$ cat src/rv_core_consts.svh
`ifndef RV_CORE_CONSTS_SVH
`define RV_CORE_CONSTS_SVH

// datapath and register file geometry
`define XLEN        32
`define REG_ADDR_W  5
`define NUM_REGS    32
`define OPC_W       7
`define FUNCT3_W    3
`define FUNCT7_W    7

// major opcodes kept in this core
`define OP_IMM      7'b0010011
`define OP_LUI      7'b0110111
`define OP_AUIPC    7'b0010111
`define OP_REG      7'b0110011  // register-register group
`define OP_BRANCH   7'b1100011

// integer funct3 codes, shared by OP and OP_IMM
`define FUNCT3_ADD_SUB  3'b000
`define FUNCT3_SLL      3'b001
`define FUNCT3_SLT      3'b010
`define FUNCT3_SLTU     3'b011
`define FUNCT3_XOR      3'b100
`define FUNCT3_SRL_SRA  3'b101
`define FUNCT3_OR       3'b110
`define FUNCT3_AND      3'b111

// branch funct3 codes
`define FUNCT3_BEQ      3'b000
`define FUNCT3_BNE      3'b001
`define FUNCT3_BLT      3'b100
`define FUNCT3_BGE      3'b101
`define FUNCT3_BLTU     3'b110
`define FUNCT3_BGEU     3'b111

`define FUNCT7_BASE     7'b0000000
`define FUNCT7_ALT      7'b0100000  // selects SUB and SRA

`endif

$ cat src/rv_core_pkg.sv
`include "rv_core_consts.svh"

package rv_core_pkg;

    typedef enum logic [3:0] {
        ALU_NOP,
        ALU_ADD,
        ALU_SUB,
        ALU_SLT,
        ALU_SLTU,
        ALU_AND,
        ALU_OR,
        ALU_XOR,
        ALU_SLL,
        ALU_SRL,
        ALU_SRA,
        ALU_PASS    // result is opa, used by LUI
    } alu_op_e;

    typedef enum logic {
        EXC_NONE,
        EXC_UNDEF_INSN
    } exc_e;

    typedef struct packed {
        logic [`FUNCT7_W-1:0]   funct7;
        logic [`REG_ADDR_W-1:0] rs2;
        logic [`REG_ADDR_W-1:0] rs1;
        logic [`FUNCT3_W-1:0]   funct3;
        logic [`REG_ADDR_W-1:0] rd;
        logic [`OPC_W-1:0]      opcode;
    } r_fmt_t;

    typedef struct packed {
        logic [11:0]            imm;
        logic [`REG_ADDR_W-1:0] rs1;
        logic [`FUNCT3_W-1:0]   funct3;
        logic [`REG_ADDR_W-1:0] rd;
        logic [`OPC_W-1:0]      opcode;
    } i_fmt_t;

    typedef struct packed {
        logic                   imm12;
        logic [5:0]             imm10_5;
        logic [`REG_ADDR_W-1:0] rs2;
        logic [`REG_ADDR_W-1:0] rs1;
        logic [`FUNCT3_W-1:0]   funct3;
        logic [3:0]             imm4_1;
        logic                   imm11;
        logic [`OPC_W-1:0]      opcode;
    } b_fmt_t;

    typedef struct packed {
        logic [19:0]            imm;    // upper 20 bits of the value
        logic [`REG_ADDR_W-1:0] rd;
        logic [`OPC_W-1:0]      opcode;
    } u_fmt_t;

    typedef union packed {
        r_fmt_t r;
        i_fmt_t i;
        b_fmt_t b;
        u_fmt_t u;
    } rv_insn_u;

endpackage

$ cat src/rv_regfile.sv
`timescale 1ns/10ps

`include "rv_core_consts.svh"

module rv_regfile (
    input  logic                   clk,
    input  logic                   rst_n,
    input  logic [`REG_ADDR_W-1:0] rs1_addr,
    input  logic [`REG_ADDR_W-1:0] rs2_addr,
    output logic [`XLEN-1:0]       rs1_data,
    output logic [`XLEN-1:0]       rs2_data,
    input  logic                   wr_en,
    input  logic [`REG_ADDR_W-1:0] wr_addr,
    input  logic [`XLEN-1:0]       wr_data
);

    logic [`XLEN-1:0] regs [`NUM_REGS];

    always_ff @(posedge clk or negedge rst_n) begin
        if (!rst_n) begin
            for (int i = 0; i < `NUM_REGS; i++) begin
                regs[i] <= '0;
            end
        end else if (wr_en && wr_addr != '0) begin  // x0 never written
            regs[wr_addr] <= wr_data;
        end
    end

    // asynchronous reads, x0 stays zero since it is never written
    assign rs1_data = regs[rs1_addr];
    assign rs2_data = regs[rs2_addr];

endmodule

$ cat src/rv_decode.sv
`timescale 1ns/10ps

`include "rv_core_consts.svh"

module rv_decode
    import rv_core_pkg::*;
(
    input  logic [`XLEN-1:0]       in_insn,
    input  logic [`XLEN-1:0]       in_pc,
    output logic [`REG_ADDR_W-1:0] rs1_addr,
    output logic [`REG_ADDR_W-1:0] rs2_addr,
    input  logic [`XLEN-1:0]       rs1_data,
    input  logic [`XLEN-1:0]       rs2_data,
    input  logic                   ex_valid,
    input  logic [`REG_ADDR_W-1:0] ex_rd,
    input  logic                   ex_rd_we,
    input  logic [`XLEN-1:0]       ex_value,
    input  logic                   res_valid,
    input  logic [`REG_ADDR_W-1:0] res_rd,
    input  logic                   res_we,
    input  logic [`XLEN-1:0]       res_value,
    output alu_op_e                alu_op,
    output logic [`XLEN-1:0]       opa,
    output logic [`XLEN-1:0]       opb,
    output logic [`REG_ADDR_W-1:0] rd,
    output logic                   rd_we,
    output logic                   is_branch,
    output logic [`FUNCT3_W-1:0]   br_funct3,
    output logic [`XLEN-1:0]       br_target,
    output logic [`XLEN-1:0]       pc,
    output exc_e                   exc
);

    rv_insn_u         insn;
    logic [`XLEN-1:0] imm_i;
    logic [`XLEN-1:0] imm_b;
    logic [`XLEN-1:0] imm_u;
    logic [`XLEN-1:0] src1;
    logic [`XLEN-1:0] src2;
    alu_op_e          base_op;

    assign insn     = in_insn;
    assign rs1_addr = insn.r.rs1;   // same position in every format
    assign rs2_addr = insn.r.rs2;
    assign rd       = insn.r.rd;
    assign pc       = in_pc;

    assign imm_i = {{20{insn.i.imm[11]}}, insn.i.imm};
    assign imm_b = {{19{insn.b.imm12}}, insn.b.imm12, insn.b.imm11,
                    insn.b.imm10_5, insn.b.imm4_1, 1'b0};
    assign imm_u = {insn.u.imm, 12'b0};

    assign br_funct3 = insn.b.funct3;
    assign br_target = in_pc + imm_b;

    // execute stage is newer than result stage, x0 is never forwarded
    assign src1 = (rs1_addr == '0) ? '0 :
                  (ex_valid && ex_rd_we && ex_rd == rs1_addr) ? ex_value :
                  (res_valid && res_we && res_rd == rs1_addr) ? res_value : rs1_data;
    assign src2 = (rs2_addr == '0) ? '0 :
                  (ex_valid && ex_rd_we && ex_rd == rs2_addr) ? ex_value :
                  (res_valid && res_we && res_rd == rs2_addr) ? res_value : rs2_data;

    // funct3 meaning with funct7 at its base value
    always_comb begin
        case (insn.r.funct3)
            `FUNCT3_ADD_SUB: base_op = ALU_ADD;
            `FUNCT3_SLL:     base_op = ALU_SLL;
            `FUNCT3_SLT:     base_op = ALU_SLT;
            `FUNCT3_SLTU:    base_op = ALU_SLTU;
            `FUNCT3_XOR:     base_op = ALU_XOR;
            `FUNCT3_SRL_SRA: base_op = ALU_SRL;
            `FUNCT3_OR:      base_op = ALU_OR;
            default:         base_op = ALU_AND;
        endcase
    end

    always_comb begin
        alu_op    = ALU_NOP;
        opa       = src1;
        opb       = src2;
        rd_we     = 1'b0;
        is_branch = 1'b0;
        exc       = EXC_NONE;
        case (insn.r.opcode)
            `OP_IMM: begin
                opb    = imm_i;
                rd_we  = 1'b1;
                alu_op = base_op;
                // shift immediates keep funct7 in imm[11:5]
                if (insn.r.funct3 == `FUNCT3_SLL || insn.r.funct3 == `FUNCT3_SRL_SRA) begin
                    if (insn.r.funct3 == `FUNCT3_SRL_SRA && insn.r.funct7 == `FUNCT7_ALT) begin
                        alu_op = ALU_SRA;
                    end else if (insn.r.funct7 != `FUNCT7_BASE) begin
                        exc = EXC_UNDEF_INSN;
                    end
                end
            end
            `OP_REG: begin
                rd_we = 1'b1;
                if (insn.r.funct7 == `FUNCT7_BASE) begin
                    alu_op = base_op;
                end else if (insn.r.funct7 == `FUNCT7_ALT &&
                             insn.r.funct3 == `FUNCT3_ADD_SUB) begin
                    alu_op = ALU_SUB;
                end else if (insn.r.funct7 == `FUNCT7_ALT &&
                             insn.r.funct3 == `FUNCT3_SRL_SRA) begin
                    alu_op = ALU_SRA;
                end else begin
                    exc = EXC_UNDEF_INSN;
                end
            end
            `OP_LUI: begin
                alu_op = ALU_PASS;
                opa    = imm_u;
                rd_we  = 1'b1;
            end
            `OP_AUIPC: begin
                alu_op = ALU_ADD;
                opa    = imm_u;
                opb    = in_pc;
                rd_we  = 1'b1;
            end
            `OP_BRANCH: begin
                if (insn.b.funct3 == `FUNCT3_SLT || insn.b.funct3 == `FUNCT3_SLTU) begin
                    exc = EXC_UNDEF_INSN;   // 010 and 011 are not branches
                end else begin
                    is_branch = 1'b1;
                end
            end
            default: exc = EXC_UNDEF_INSN;
        endcase
        if (exc == EXC_UNDEF_INSN) begin
            alu_op = ALU_NOP;
            rd_we  = 1'b0;
        end
    end

endmodule

$ cat src/rv_execute.sv
`timescale 1ns/10ps

`include "rv_core_consts.svh"

module rv_execute
    import rv_core_pkg::*;
(
    input  logic                   clk,
    input  logic                   rst_n,
    input  logic                   stall,
    input  logic                   accept,
    input  alu_op_e                alu_op,
    input  logic [`XLEN-1:0]       opa,
    input  logic [`XLEN-1:0]       opb,
    input  logic [`REG_ADDR_W-1:0] rd,
    input  logic                   rd_we,
    input  logic                   is_branch,
    input  logic [`FUNCT3_W-1:0]   br_funct3,
    input  logic [`XLEN-1:0]       br_target,
    input  logic [`XLEN-1:0]       pc,
    input  exc_e                   exc,
    output logic                   ex_valid,
    output logic [`REG_ADDR_W-1:0] ex_rd,
    output logic                   ex_rd_we,
    output logic [`XLEN-1:0]       ex_value,
    output logic                   ex_br_taken,
    output logic [`XLEN-1:0]       ex_br_target,
    output logic [`XLEN-1:0]       ex_pc,
    output exc_e                   ex_exc
);

    alu_op_e              alu_op_q;
    logic [`XLEN-1:0]     opa_q;
    logic [`XLEN-1:0]     opb_q;
    logic                 is_branch_q;
    logic [`FUNCT3_W-1:0] br_funct3_q;
    logic [4:0]           shamt;
    logic                 cond;

    always_ff @(posedge clk or negedge rst_n) begin
        if (!rst_n) begin
            ex_valid    <= 1'b0;
            ex_rd_we    <= 1'b0;
            is_branch_q <= 1'b0;
        end else if (!stall) begin
            ex_valid    <= accept;  // bubble when nothing accepted
            ex_rd_we    <= accept & rd_we;
            is_branch_q <= accept & is_branch;
        end
    end

    always_ff @(posedge clk) begin
        if (!stall && accept) begin
            alu_op_q     <= alu_op;
            opa_q        <= opa;
            opb_q        <= opb;
            ex_rd        <= rd;
            br_funct3_q  <= br_funct3;
            ex_br_target <= br_target;
            ex_pc        <= pc;
            ex_exc       <= exc;
        end
    end

    assign shamt = opb_q[4:0];

    always_comb begin
        case (alu_op_q)
            ALU_ADD:  ex_value = opa_q + opb_q;
            ALU_SUB:  ex_value = opa_q - opb_q;
            ALU_SLT:  ex_value = {31'b0, $signed(opa_q) < $signed(opb_q)};
            ALU_SLTU: ex_value = {31'b0, opa_q < opb_q};
            ALU_AND:  ex_value = opa_q & opb_q;
            ALU_OR:   ex_value = opa_q | opb_q;
            ALU_XOR:  ex_value = opa_q ^ opb_q;
            ALU_SLL:  ex_value = opa_q << shamt;
            ALU_SRL:  ex_value = opa_q >> shamt;
            ALU_SRA:  ex_value = $unsigned($signed(opa_q) >>> shamt);
            ALU_PASS: ex_value = opa_q;
            default:  ex_value = '0;
        endcase
    end

    // compare on the held source operands
    always_comb begin
        case (br_funct3_q)
            `FUNCT3_BEQ:  cond = (opa_q == opb_q);
            `FUNCT3_BNE:  cond = (opa_q != opb_q);
            `FUNCT3_BLT:  cond = ($signed(opa_q) < $signed(opb_q));
            `FUNCT3_BGE:  cond = ($signed(opa_q) >= $signed(opb_q));
            `FUNCT3_BLTU: cond = (opa_q < opb_q);
            `FUNCT3_BGEU: cond = (opa_q >= opb_q);
            default:      cond = 1'b0;
        endcase
    end

    assign ex_br_taken = is_branch_q & cond;

endmodule

$ cat src/rv_result.sv
`timescale 1ns/10ps

`include "rv_core_consts.svh"

module rv_result
    import rv_core_pkg::*;
(
    input  logic                   clk,
    input  logic                   rst_n,
    input  logic                   stall,
    input  logic                   ex_valid,
    input  logic [`REG_ADDR_W-1:0] ex_rd,
    input  logic                   ex_rd_we,
    input  logic [`XLEN-1:0]       ex_value,
    input  logic                   ex_br_taken,
    input  logic [`XLEN-1:0]       ex_br_target,
    input  logic [`XLEN-1:0]       ex_pc,
    input  exc_e                   ex_exc,
    input  logic                   retire_ready,
    output logic                   retire_valid,
    output logic [`XLEN-1:0]       retire_pc,
    output logic [`REG_ADDR_W-1:0] retire_rd,
    output logic                   retire_we,
    output logic [`XLEN-1:0]       retire_data,
    output logic                   retire_br_taken,
    output logic [`XLEN-1:0]       retire_br_target,
    output exc_e                   retire_exc,
    output logic                   wr_en,
    output logic [`REG_ADDR_W-1:0] wr_addr,
    output logic [`XLEN-1:0]       wr_data,
    output logic                   res_valid,
    output logic [`REG_ADDR_W-1:0] res_rd,
    output logic                   res_we,
    output logic [`XLEN-1:0]       res_value
);

    always_ff @(posedge clk or negedge rst_n) begin
        if (!rst_n) begin
            retire_valid <= 1'b0;
            retire_we    <= 1'b0;
        end else if (!stall) begin
            retire_valid <= ex_valid;
            retire_we    <= ex_valid & ex_rd_we;
        end
    end

    always_ff @(posedge clk) begin
        if (!stall) begin
            retire_pc        <= ex_pc;
            retire_rd        <= ex_rd;
            retire_data      <= ex_value;
            retire_br_taken  <= ex_br_taken;
            retire_br_target <= ex_br_target;
            retire_exc       <= ex_exc;
        end
    end

    // register write lands on the retire edge itself
    assign wr_en   = retire_valid & retire_ready & retire_we;
    assign wr_addr = retire_rd;
    assign wr_data = retire_data;

    // held record is the older forwarding source
    assign res_valid = retire_valid;
    assign res_rd    = retire_rd;
    assign res_we    = retire_we;
    assign res_value = retire_data;

endmodule

$ cat src/rv_core.sv
`timescale 1ns/10ps

`include "rv_core_consts.svh"

module rv_core
    import rv_core_pkg::*;
(
    input  logic                   clk,
    input  logic                   rst_n,
    input  logic                   in_valid,
    output logic                   in_ready,
    input  logic [`XLEN-1:0]       in_insn,
    input  logic [`XLEN-1:0]       in_pc,
    output logic                   retire_valid,
    input  logic                   retire_ready,
    output logic [`XLEN-1:0]       retire_pc,
    output logic [`REG_ADDR_W-1:0] retire_rd,
    output logic                   retire_we,
    output logic [`XLEN-1:0]       retire_data,
    output logic                   retire_br_taken,
    output logic [`XLEN-1:0]       retire_br_target,
    output exc_e                   retire_exc
);

    logic                   stall;
    logic                   accept;
    logic [`REG_ADDR_W-1:0] rs1_addr;
    logic [`REG_ADDR_W-1:0] rs2_addr;
    logic [`XLEN-1:0]       rs1_data;
    logic [`XLEN-1:0]       rs2_data;
    logic                   wr_en;
    logic [`REG_ADDR_W-1:0] wr_addr;
    logic [`XLEN-1:0]       wr_data;
    alu_op_e                alu_op;
    logic [`XLEN-1:0]       opa;
    logic [`XLEN-1:0]       opb;
    logic [`REG_ADDR_W-1:0] rd;
    logic                   rd_we;
    logic                   is_branch;
    logic [`FUNCT3_W-1:0]   br_funct3;
    logic [`XLEN-1:0]       br_target;
    logic [`XLEN-1:0]       pc;
    exc_e                   exc;
    logic                   ex_valid;
    logic [`REG_ADDR_W-1:0] ex_rd;
    logic                   ex_rd_we;
    logic [`XLEN-1:0]       ex_value;
    logic                   ex_br_taken;
    logic [`XLEN-1:0]       ex_br_target;
    logic [`XLEN-1:0]       ex_pc;
    exc_e                   ex_exc;
    logic                   res_valid;
    logic [`REG_ADDR_W-1:0] res_rd;
    logic                   res_we;
    logic [`XLEN-1:0]       res_value;

    // a blocked retirement freezes both stages
    assign stall    = retire_valid & ~retire_ready;
    assign in_ready = ~stall;
    assign accept   = in_valid & in_ready;

    rv_decode  i_decode  (.*);
    rv_regfile i_regfile (.*);
    rv_execute i_execute (.*);
    rv_result  i_result  (.*);

endmodule

$ cat config.mk
export PLATFORM = sky130hd
export DESIGN_NAME = rv_core
export DESIGN_NICKNAME = d
export VERILOG_FILES = /design/src/rv_core_pkg.sv /design/src/rv_regfile.sv /design/src/rv_decode.sv /design/src/rv_execute.sv /design/src/rv_result.sv /design/src/rv_core.sv
export VERILOG_INCLUDE_DIRS = /design/src
export SDC_FILE = /design/constraint.sdc
export NUM_CORES = 2
export LEC_CHECK = 0
export BUFFER_PORTS_ARGS = -buffer_cell sky130_fd_sc_hd__buf_2
export CORE_UTILIZATION = 30
export CTS_CLUSTER_DIAMETER = 200
export DETAILED_ROUTE_END_ITERATION = 8
export PLACE_DENSITY_LB_ADDON = 0.25
export SLEW_MARGIN = 20
export SYNTH_ARGS = -nofsm -noshare
export SYNTH_HDL_FRONTEND = slang
export SYNTH_HIERARCHICAL = 1
export SYNTH_SLANG_ARGS = --single-unit
$ cat constraint.sdc
create_clock -name clk -period 9.58 [get_ports clk]
set_clock_uncertainty 0.2 [all_clocks]
set_input_delay 0.479 -clock clk [delete_from_list [all_inputs] [get_ports clk]]
set_output_delay 0.479 -clock clk [all_outputs]
set_load 0.01 [all_outputs]
# Word level (Yosys, flattened, before mapping)
# Index checks and enable logic that the tools add are counted.
# op_classes
addsub,3
mul,0
div,0
magnitude_cmp,8
n_eq_ne,34
shift,3
mux,38
bitwise,16
reduce_logical,24
# ops
operator,n
$bwmux W1024,1
$mux W32,12
$pmux W32 S11,1
$bmux W32 S5,2
$demux W32 S5,1
$add A32 B32 Y32,2
$ge A32 B32 Y1,2
$lt A32 B32 Y1,2
$pmux W32 S2,1
$and A32 B32 Y32,1
$eq A32 B32 Y1,1
$ne A32 B32 Y1,1
$or A32 B32 Y32,1
$shl A32 B5 Y32,1
$shr A32 B5 Y32,1
$sshr A32 B5 Y32,1
$sub A32 B32 Y32,1
$xor A32 B32 Y32,1
$pmux W4 S7,1
$eq A3 B3 Y1 const B,7
$eq A7 B6 Y1 const B,3
$eq A5 B5 Y1,4
$mux W4,5
$ge A6 B6 Y1 const B,3
27 further kinds,70
# word_totals
ff_bits,1273
latchBits,0
ram_bits,0
rom_bits,0
inputBits,68
output_inout_bits,106
n_memories,0

# Longest topological paths before layout
# depth
depth_word,8
ltp_mapped,19
ltp_nobuf,16

# Hierarchy
# The synthesis kept the hierarchy.
# modules_own_cells
module,instances,cells_per_inst,area_per_inst_um2,seq_area_each_um2
rv_regfile,1,4601,55942.4,25624.6
rv_execute,1,1472,13581.8,4309.1
rv_decode,1,645,4443.0,0.0
rv_result,1,187,3751.1,3143.0
rv_core,1,3,26.3,0.0

# Least setup slack after synthesis
# OpenSTA, ideal clock, no wires.
# synth_path
path_kind,flip-flop to flip-flop
from,"register i_result.retire_valid, in the netlist i_result/res_valid"
to,register i_execute.is_branch_q
setup_ns,0.104
t_arrival_ns,7.700
required_ns,9.276
slack_ns,1.576
stages_incl_launch_ff,6
n_path_buf,1
period_less_slack_ns,8.004
path_cell_list,dfrtp_1 > buf_4 > nand2b_4 > and2_4 > nor2b_1 > a22o_1
# synth_between
elab_chain_cells,4
# synth_rtl
element,line,source
start: declaration,rv_result.sv:20,"output logic retire_valid,"
start signal: assignment,rv_result.sv:42,retire_valid <= ex_valid;
$and A1 B1 Y1,rv_core.sv:58,assign stall = retire_valid & ~retire_ready;
$not A1 Y1,rv_core.sv:59,assign in_ready = ~stall;
net in_ready,rv_core.sv:11,"output logic in_ready,"
$and A1 B1 Y1,rv_core.sv:60,assign accept = in_valid & in_ready;
net accept,rv_core.sv:26,logic accept;
$and A1 B1 Y1,rv_execute.sv:48,is_branch_q <= accept & is_branch;
end signal: assignment,rv_execute.sv:48,
end: declaration,rv_execute.sv:35,logic is_branch_q;
# The timed path passes the listed nets, and every way through them passes these cells.
# A chain may end at the register's enable or synchronous reset.

# Worst setup path in the final report
# layout_path
from,register i_execute.opb_q[1]
to,register i_execute.opb_q[26] (data pin)
# layout_between
elab_chain_cells,5
word_cells_on_any_way,9
classes_between,add/sub: 2; shift: 3; mux: 4
# layout_rtl
element,line,source
start: declaration,rv_execute.sv:34,logic [`XLEN-1:0] opb_q;
start signal: assignment,rv_execute.sv:56,opb_q <= opb;
"$sub A32 B32 Y32, or another cell as far along",rv_execute.sv:70,ALU_SUB: ex_value = opa_q - opb_q;
$pmux W32 S11 *,rv_execute.sv:68,case (alu_op_q)
net ex_value[26],rv_core.sv:47,logic [`XLEN-1:0] ex_value;
$mux W32 *,rv_decode.sv:61,(ex_valid && ex_rd_we && ex_rd == rs2_addr) ? ex_value :
$mux W32 *,rv_decode.sv:60,assign src2 = (rs2_addr == '0) ? '0 :
$pmux W32 S2 *,rv_decode.sv:85,case (insn.r.opcode)
net opb[26],rv_core.sv:36,logic [`XLEN-1:0] opb;
# The timed path passes the listed nets; every way through them passes the cells marked *.

==> metrics.md <==
| Metric | Value |
|---|---|
| Outcome | `complete, no violations` |
| Layer with the highest usage | `met2` |
| Delay-heaviest family, CP | `compound AO/OA/AOI/OAI gates` |
| Die extent in x | `approximately 510 um` |
| Row cnt | `about 190` |
| Placeable core region | `257,000 um2` |
| Die height | `around 510 um` |
| Final instance area | `around 86,000 um2` |
| Simple-gate share of the synthesized area | `6.56%` |
| Number of synthesized register bits | `1,273` |
| Async SR Flop Fraction | `approximately four fifths` |
| Global-route track usage on met1 | `32.0%` |
| Root buffer cell | `clkbuf_16` |
| Antenna viol nets, final | `0` |
| Number of optimization iterations in the first detailed-route pass | `6` |
| Portion of netlist area occupied by mux cells | `a little under a third` |
| Power density cells | `187 nW/um2` |
| Syn. warnings | `6` |
| Combinational family with the most area after synthesis | `multiplexers` |
| Filler cell count | `~26,000` |
| Die Outline Area | `261,000 um2` |
| Number of enable flip-flop cells after synthesis | `roughly 240` |
| Area of the multi-input gates | `slightly above 40,000 um2` |
| Routability congestion estimate from global placement | `0.966` |
| Final Slew Violations | `0` |
| Overflow after GRT | `0` |
| Signal arrival time at the worst endpoint | `slightly below 6000 ps` |
| Sequential cell area | `about 33,000 um2` |
| First-pass GRT wire length | `438 mm` |
| Sequential-to-total area share from yosys stat | `42.5%` |
| Cts bufs inserted | `approximately 150` |
| Cell area after synthesis | `approximately 80,000 um2` |
| Combined buffer and inverter count along the critical path | `1` |
| Routed wirelength normalized by instance count | `30.1 um` |
| Total nets after synthesis | `about 7,000` |
| Max_cap viols | `0` |
| Final period utilization | `57.0%` |
| Number of global-route vias before repair | `58,200` |
| List of cells traversed by the critical path | `clkinv_1, fa_1, nor2b_1, o311ai_0, a21oi_1, nor2_1, o211ai_2, a21boi_2, mux2i_1, a311oi_1, a31oi_1, nor2_1, a21oi_1, a221o_1` |
| Number of antenna violations at the first check in global routing | `22` |
| Residual DRC | `0` |
| Number of levels the H-tree was split into | `4` |
| Share of post-route cells with drive strength above 1 | `25.2%` |
| Critical path startpoint | `i_execute/opb_q[1]` |
| Crit path kind | `flip-flop to flip-flop` |
| Data required time of the worst path | `9940 ps` |
| Post-Syn Instances | `6,908` |
| I/O Buffers | `173` |
| Area post-placement | `approximately 80,000 um2` |
| Synthesized-area fraction occupied by ao, oa, aoi and oai cells | `11.2%` |
| Min-Delay Path Class | `input pin to async pin` |
| Period minus WS final | `5460 ps` |
| Crit path largest cell delay | `740 ps` |
| Number of hold violations in the final report | `0` |
| Clock Latency Late Sink | `between 800 and 900 ps` |
| Overall Power | `16.1 mW` |
| Critical path startpoint category | `flip-flop` |
| RSZ-0062 raised after global routing | `no` |
| Count of distinct cell types in the synthesized netlist | `102` |
| Relative slew slack | `23.7%` |
| Leading cell type in the layout, fill and taps excluded | `mux2i_1` |
| Mapped Avg Cell Area | `11.3 um2` |
| Worst setup EP type | `flip-flop` |
| Leakage | `40.1 nW` |
| DPL Wire Length | `186 mm` |
| Global-route track usage on met2 | `35.4%` |
| Final Hold Slack | `27.4 ps` |
| Highest clock rate | `0.183 GHz` |
| Setup violations, final | `0` |
| Synthesis-to-layout area growth | `10.5%` |
| Share of the synthesized area in the top cell type | `33.1%` |
| Clock input transition at the sequential cells of the worst setup and hold paths | `60 ps` |
| Cell at the slowest stage of the critical path | `fa_1` |
| Starting Density | `30.2%` |
| Final Net Count | `6,911` |
| Crit-path max FO | `18` |
| WL final | `slightly above 300 mm` |
| Reg2Reg Launch Point | `i_execute/opb_q[1]` |
| Via Count | `just under 60,000` |
| Sink Count | `1,273` |
| Clock buffer depth | `3` |
| TritonCTS clock tree | `built` |
| Commonest non-fill, non-tap cells in the layout | `mux2i_1 (1,128), dfrtp_1 (1,029), mux2_2 (979), a21oi_1 (375), nand2_1 (335)` |
| Avg Vias per Cell | `5.75` |
| Worst voltage drop across the vdd grid | `roughly 0.14 mV` |
| Actual slew at the worst max-slew pin | `1150 ps` |
| Total negative setup slack | `0 ps` |
| Pin count of the biggest net entering global routing | `163` |
| Top cell type by total area after synthesis | `dfrtp_1` |
| Number of ports placed on the die boundary | `174` |
| Xor-xnor portion of the synthesized cell area | `0.721%` |
| Ranking of synthesized cells by area | `dfrtp_1 (33%), mux2i_1 (15%), mux2_2 (14%)` |
| Detailed Route Iter0 Violations | `5,971` |
| Synthesized-area fraction occupied by adder cells | `2.17%` |
| Post-CTS Repair Setup Buffers | `0` |
| Most common flop cell mapped by yosys | `dfrtp_1` |
| Tot GR Track Use | `22.9%` |
| GR Util met3 | `between 3 and 4%` |
| Final standard cell utilization of the core | `between 30 and 40%` |
through the flow:
step | std cells | setup slack [ps]
2_1_floorplan | 6908 | 1580
3_3_place_gp | 9879 | 4210
3_5_place_dp | 9880 | 4270
4_1_cts | 10200 | 4210
5_1_grt | 10200 | 3880
6_report | 10200 | 4120
worst register-to-register path, stage by stage, from the launching register on:
cell and delay (ps):
edfxtp_1 450, clkinv_1 680, fa_1 740, nor2b_1 160, o311ai_0 580, a21oi_1 270, nor2_1 340, o211ai_2 290
a21boi_2 430, mux2i_1 130, a311oi_1 250, a31oi_1 160, nor2_1 140, a21oi_1 60, a221o_1 300
where the power goes:
group / leakage, nW / internal, mW / total (mW) / switching, mW
Sequential: 16.8 / 5.88 / 6.17 / 0.294
Clock: 2.43 / 3.35 / 5.86 / 2.51
Combinational: 20.8 / 1.20 / 4.08 / 2.88
area by class of cell:
cell class              instances  share of cell area [%]
diodes                          9                  0.0262
flip-flops and latches       1273                    38.5
well taps                    3384                    4.93
repair buffers                402                    3.45
inverters                     111                   0.488
multi-input cells            4771                    46.8
clock inverters                63                   0.906
clock buffers                 203                    4.88
sequential cells by signal (all words and copies together), names as in the netlist:
register	cells
i_regfile/regs	1024
i_execute/ex_br_target	32
i_execute/ex_pc	32
i_execute/opa_q	32
i_execute/opb_q	32
i_result/res_value	32
i_result/retire_br_target	32
i_result/retire_pc	32
i_execute/ex_rd	5
i_result/res_rd	5
i_execute/alu_op_q	4
i_execute/br_funct3_q	3
i_execute/ex_exc	1
i_execute/ex_rd_we	1
i_execute/ex_valid	1
i_execute/is_branch_q	1
i_result/res_valid	1
i_result/res_we	1
i_result/retire_br_taken	1
i_result/retire_exc	1
worst paths after layout:
path,endpoint,slack [ps],depth (start not counted)
worst max-delay path,i_execute/opb_q[26],4120,14
worst min-delay path,i_regfile/regs[406],30,2
worst max register to register,i_execute/opb_q[26],4120,14
worst min register to register,i_regfile/regs[994],200,0
max in group asynchronous,i_regfile/regs[392],6750,4
min in group clk,i_result/res_we,80,5
synth_stat cells (all sizes together), types with 22 or more instances:
library cell and number:
a31oi 99, mux2i 1129, a221oi 33, mux4 55
xor2 34, nor2 266, xnor2 30, ha 130
nand3 216, inv 109, a21oi 381, nor3 96
nand2 352, a22o 156, edfxtp 244, nor2b 27
buf 432, a221o 29, o21ai 159, dfrtp 1029
a22oi 221, and3 22, clkbuf 321, mux2 1020
a211oi 33
kinds of logic (layout without fill, tap and decap cells):
group | count (synthesis) | in the layout
compound gates | 1284 | 1284
mux | 2204 | 2204
xor+xnor | 64 | 64
simple gates | 1086 | 1086
flops | 1273 | 1273
fa+ha+maj | 133 | 133
buf+inv | 864 | 779
other cells | 0 | 9
layer usage:
metal / up-vias / wire length (um)
met5: - / 35
met4: 6 / 11300
met3: 536 / 21400
met2: 2437 / 137000
met1: 30700 / 139000
li1: 25100 / -
what timing repair did:
item	4_1_cts	5_1_grt
hold buffers	58	0
endpoints found under the hold margin	158	0
gates resized for setup	0	0
Note: power is estimated with default switching activity, not from simulation.
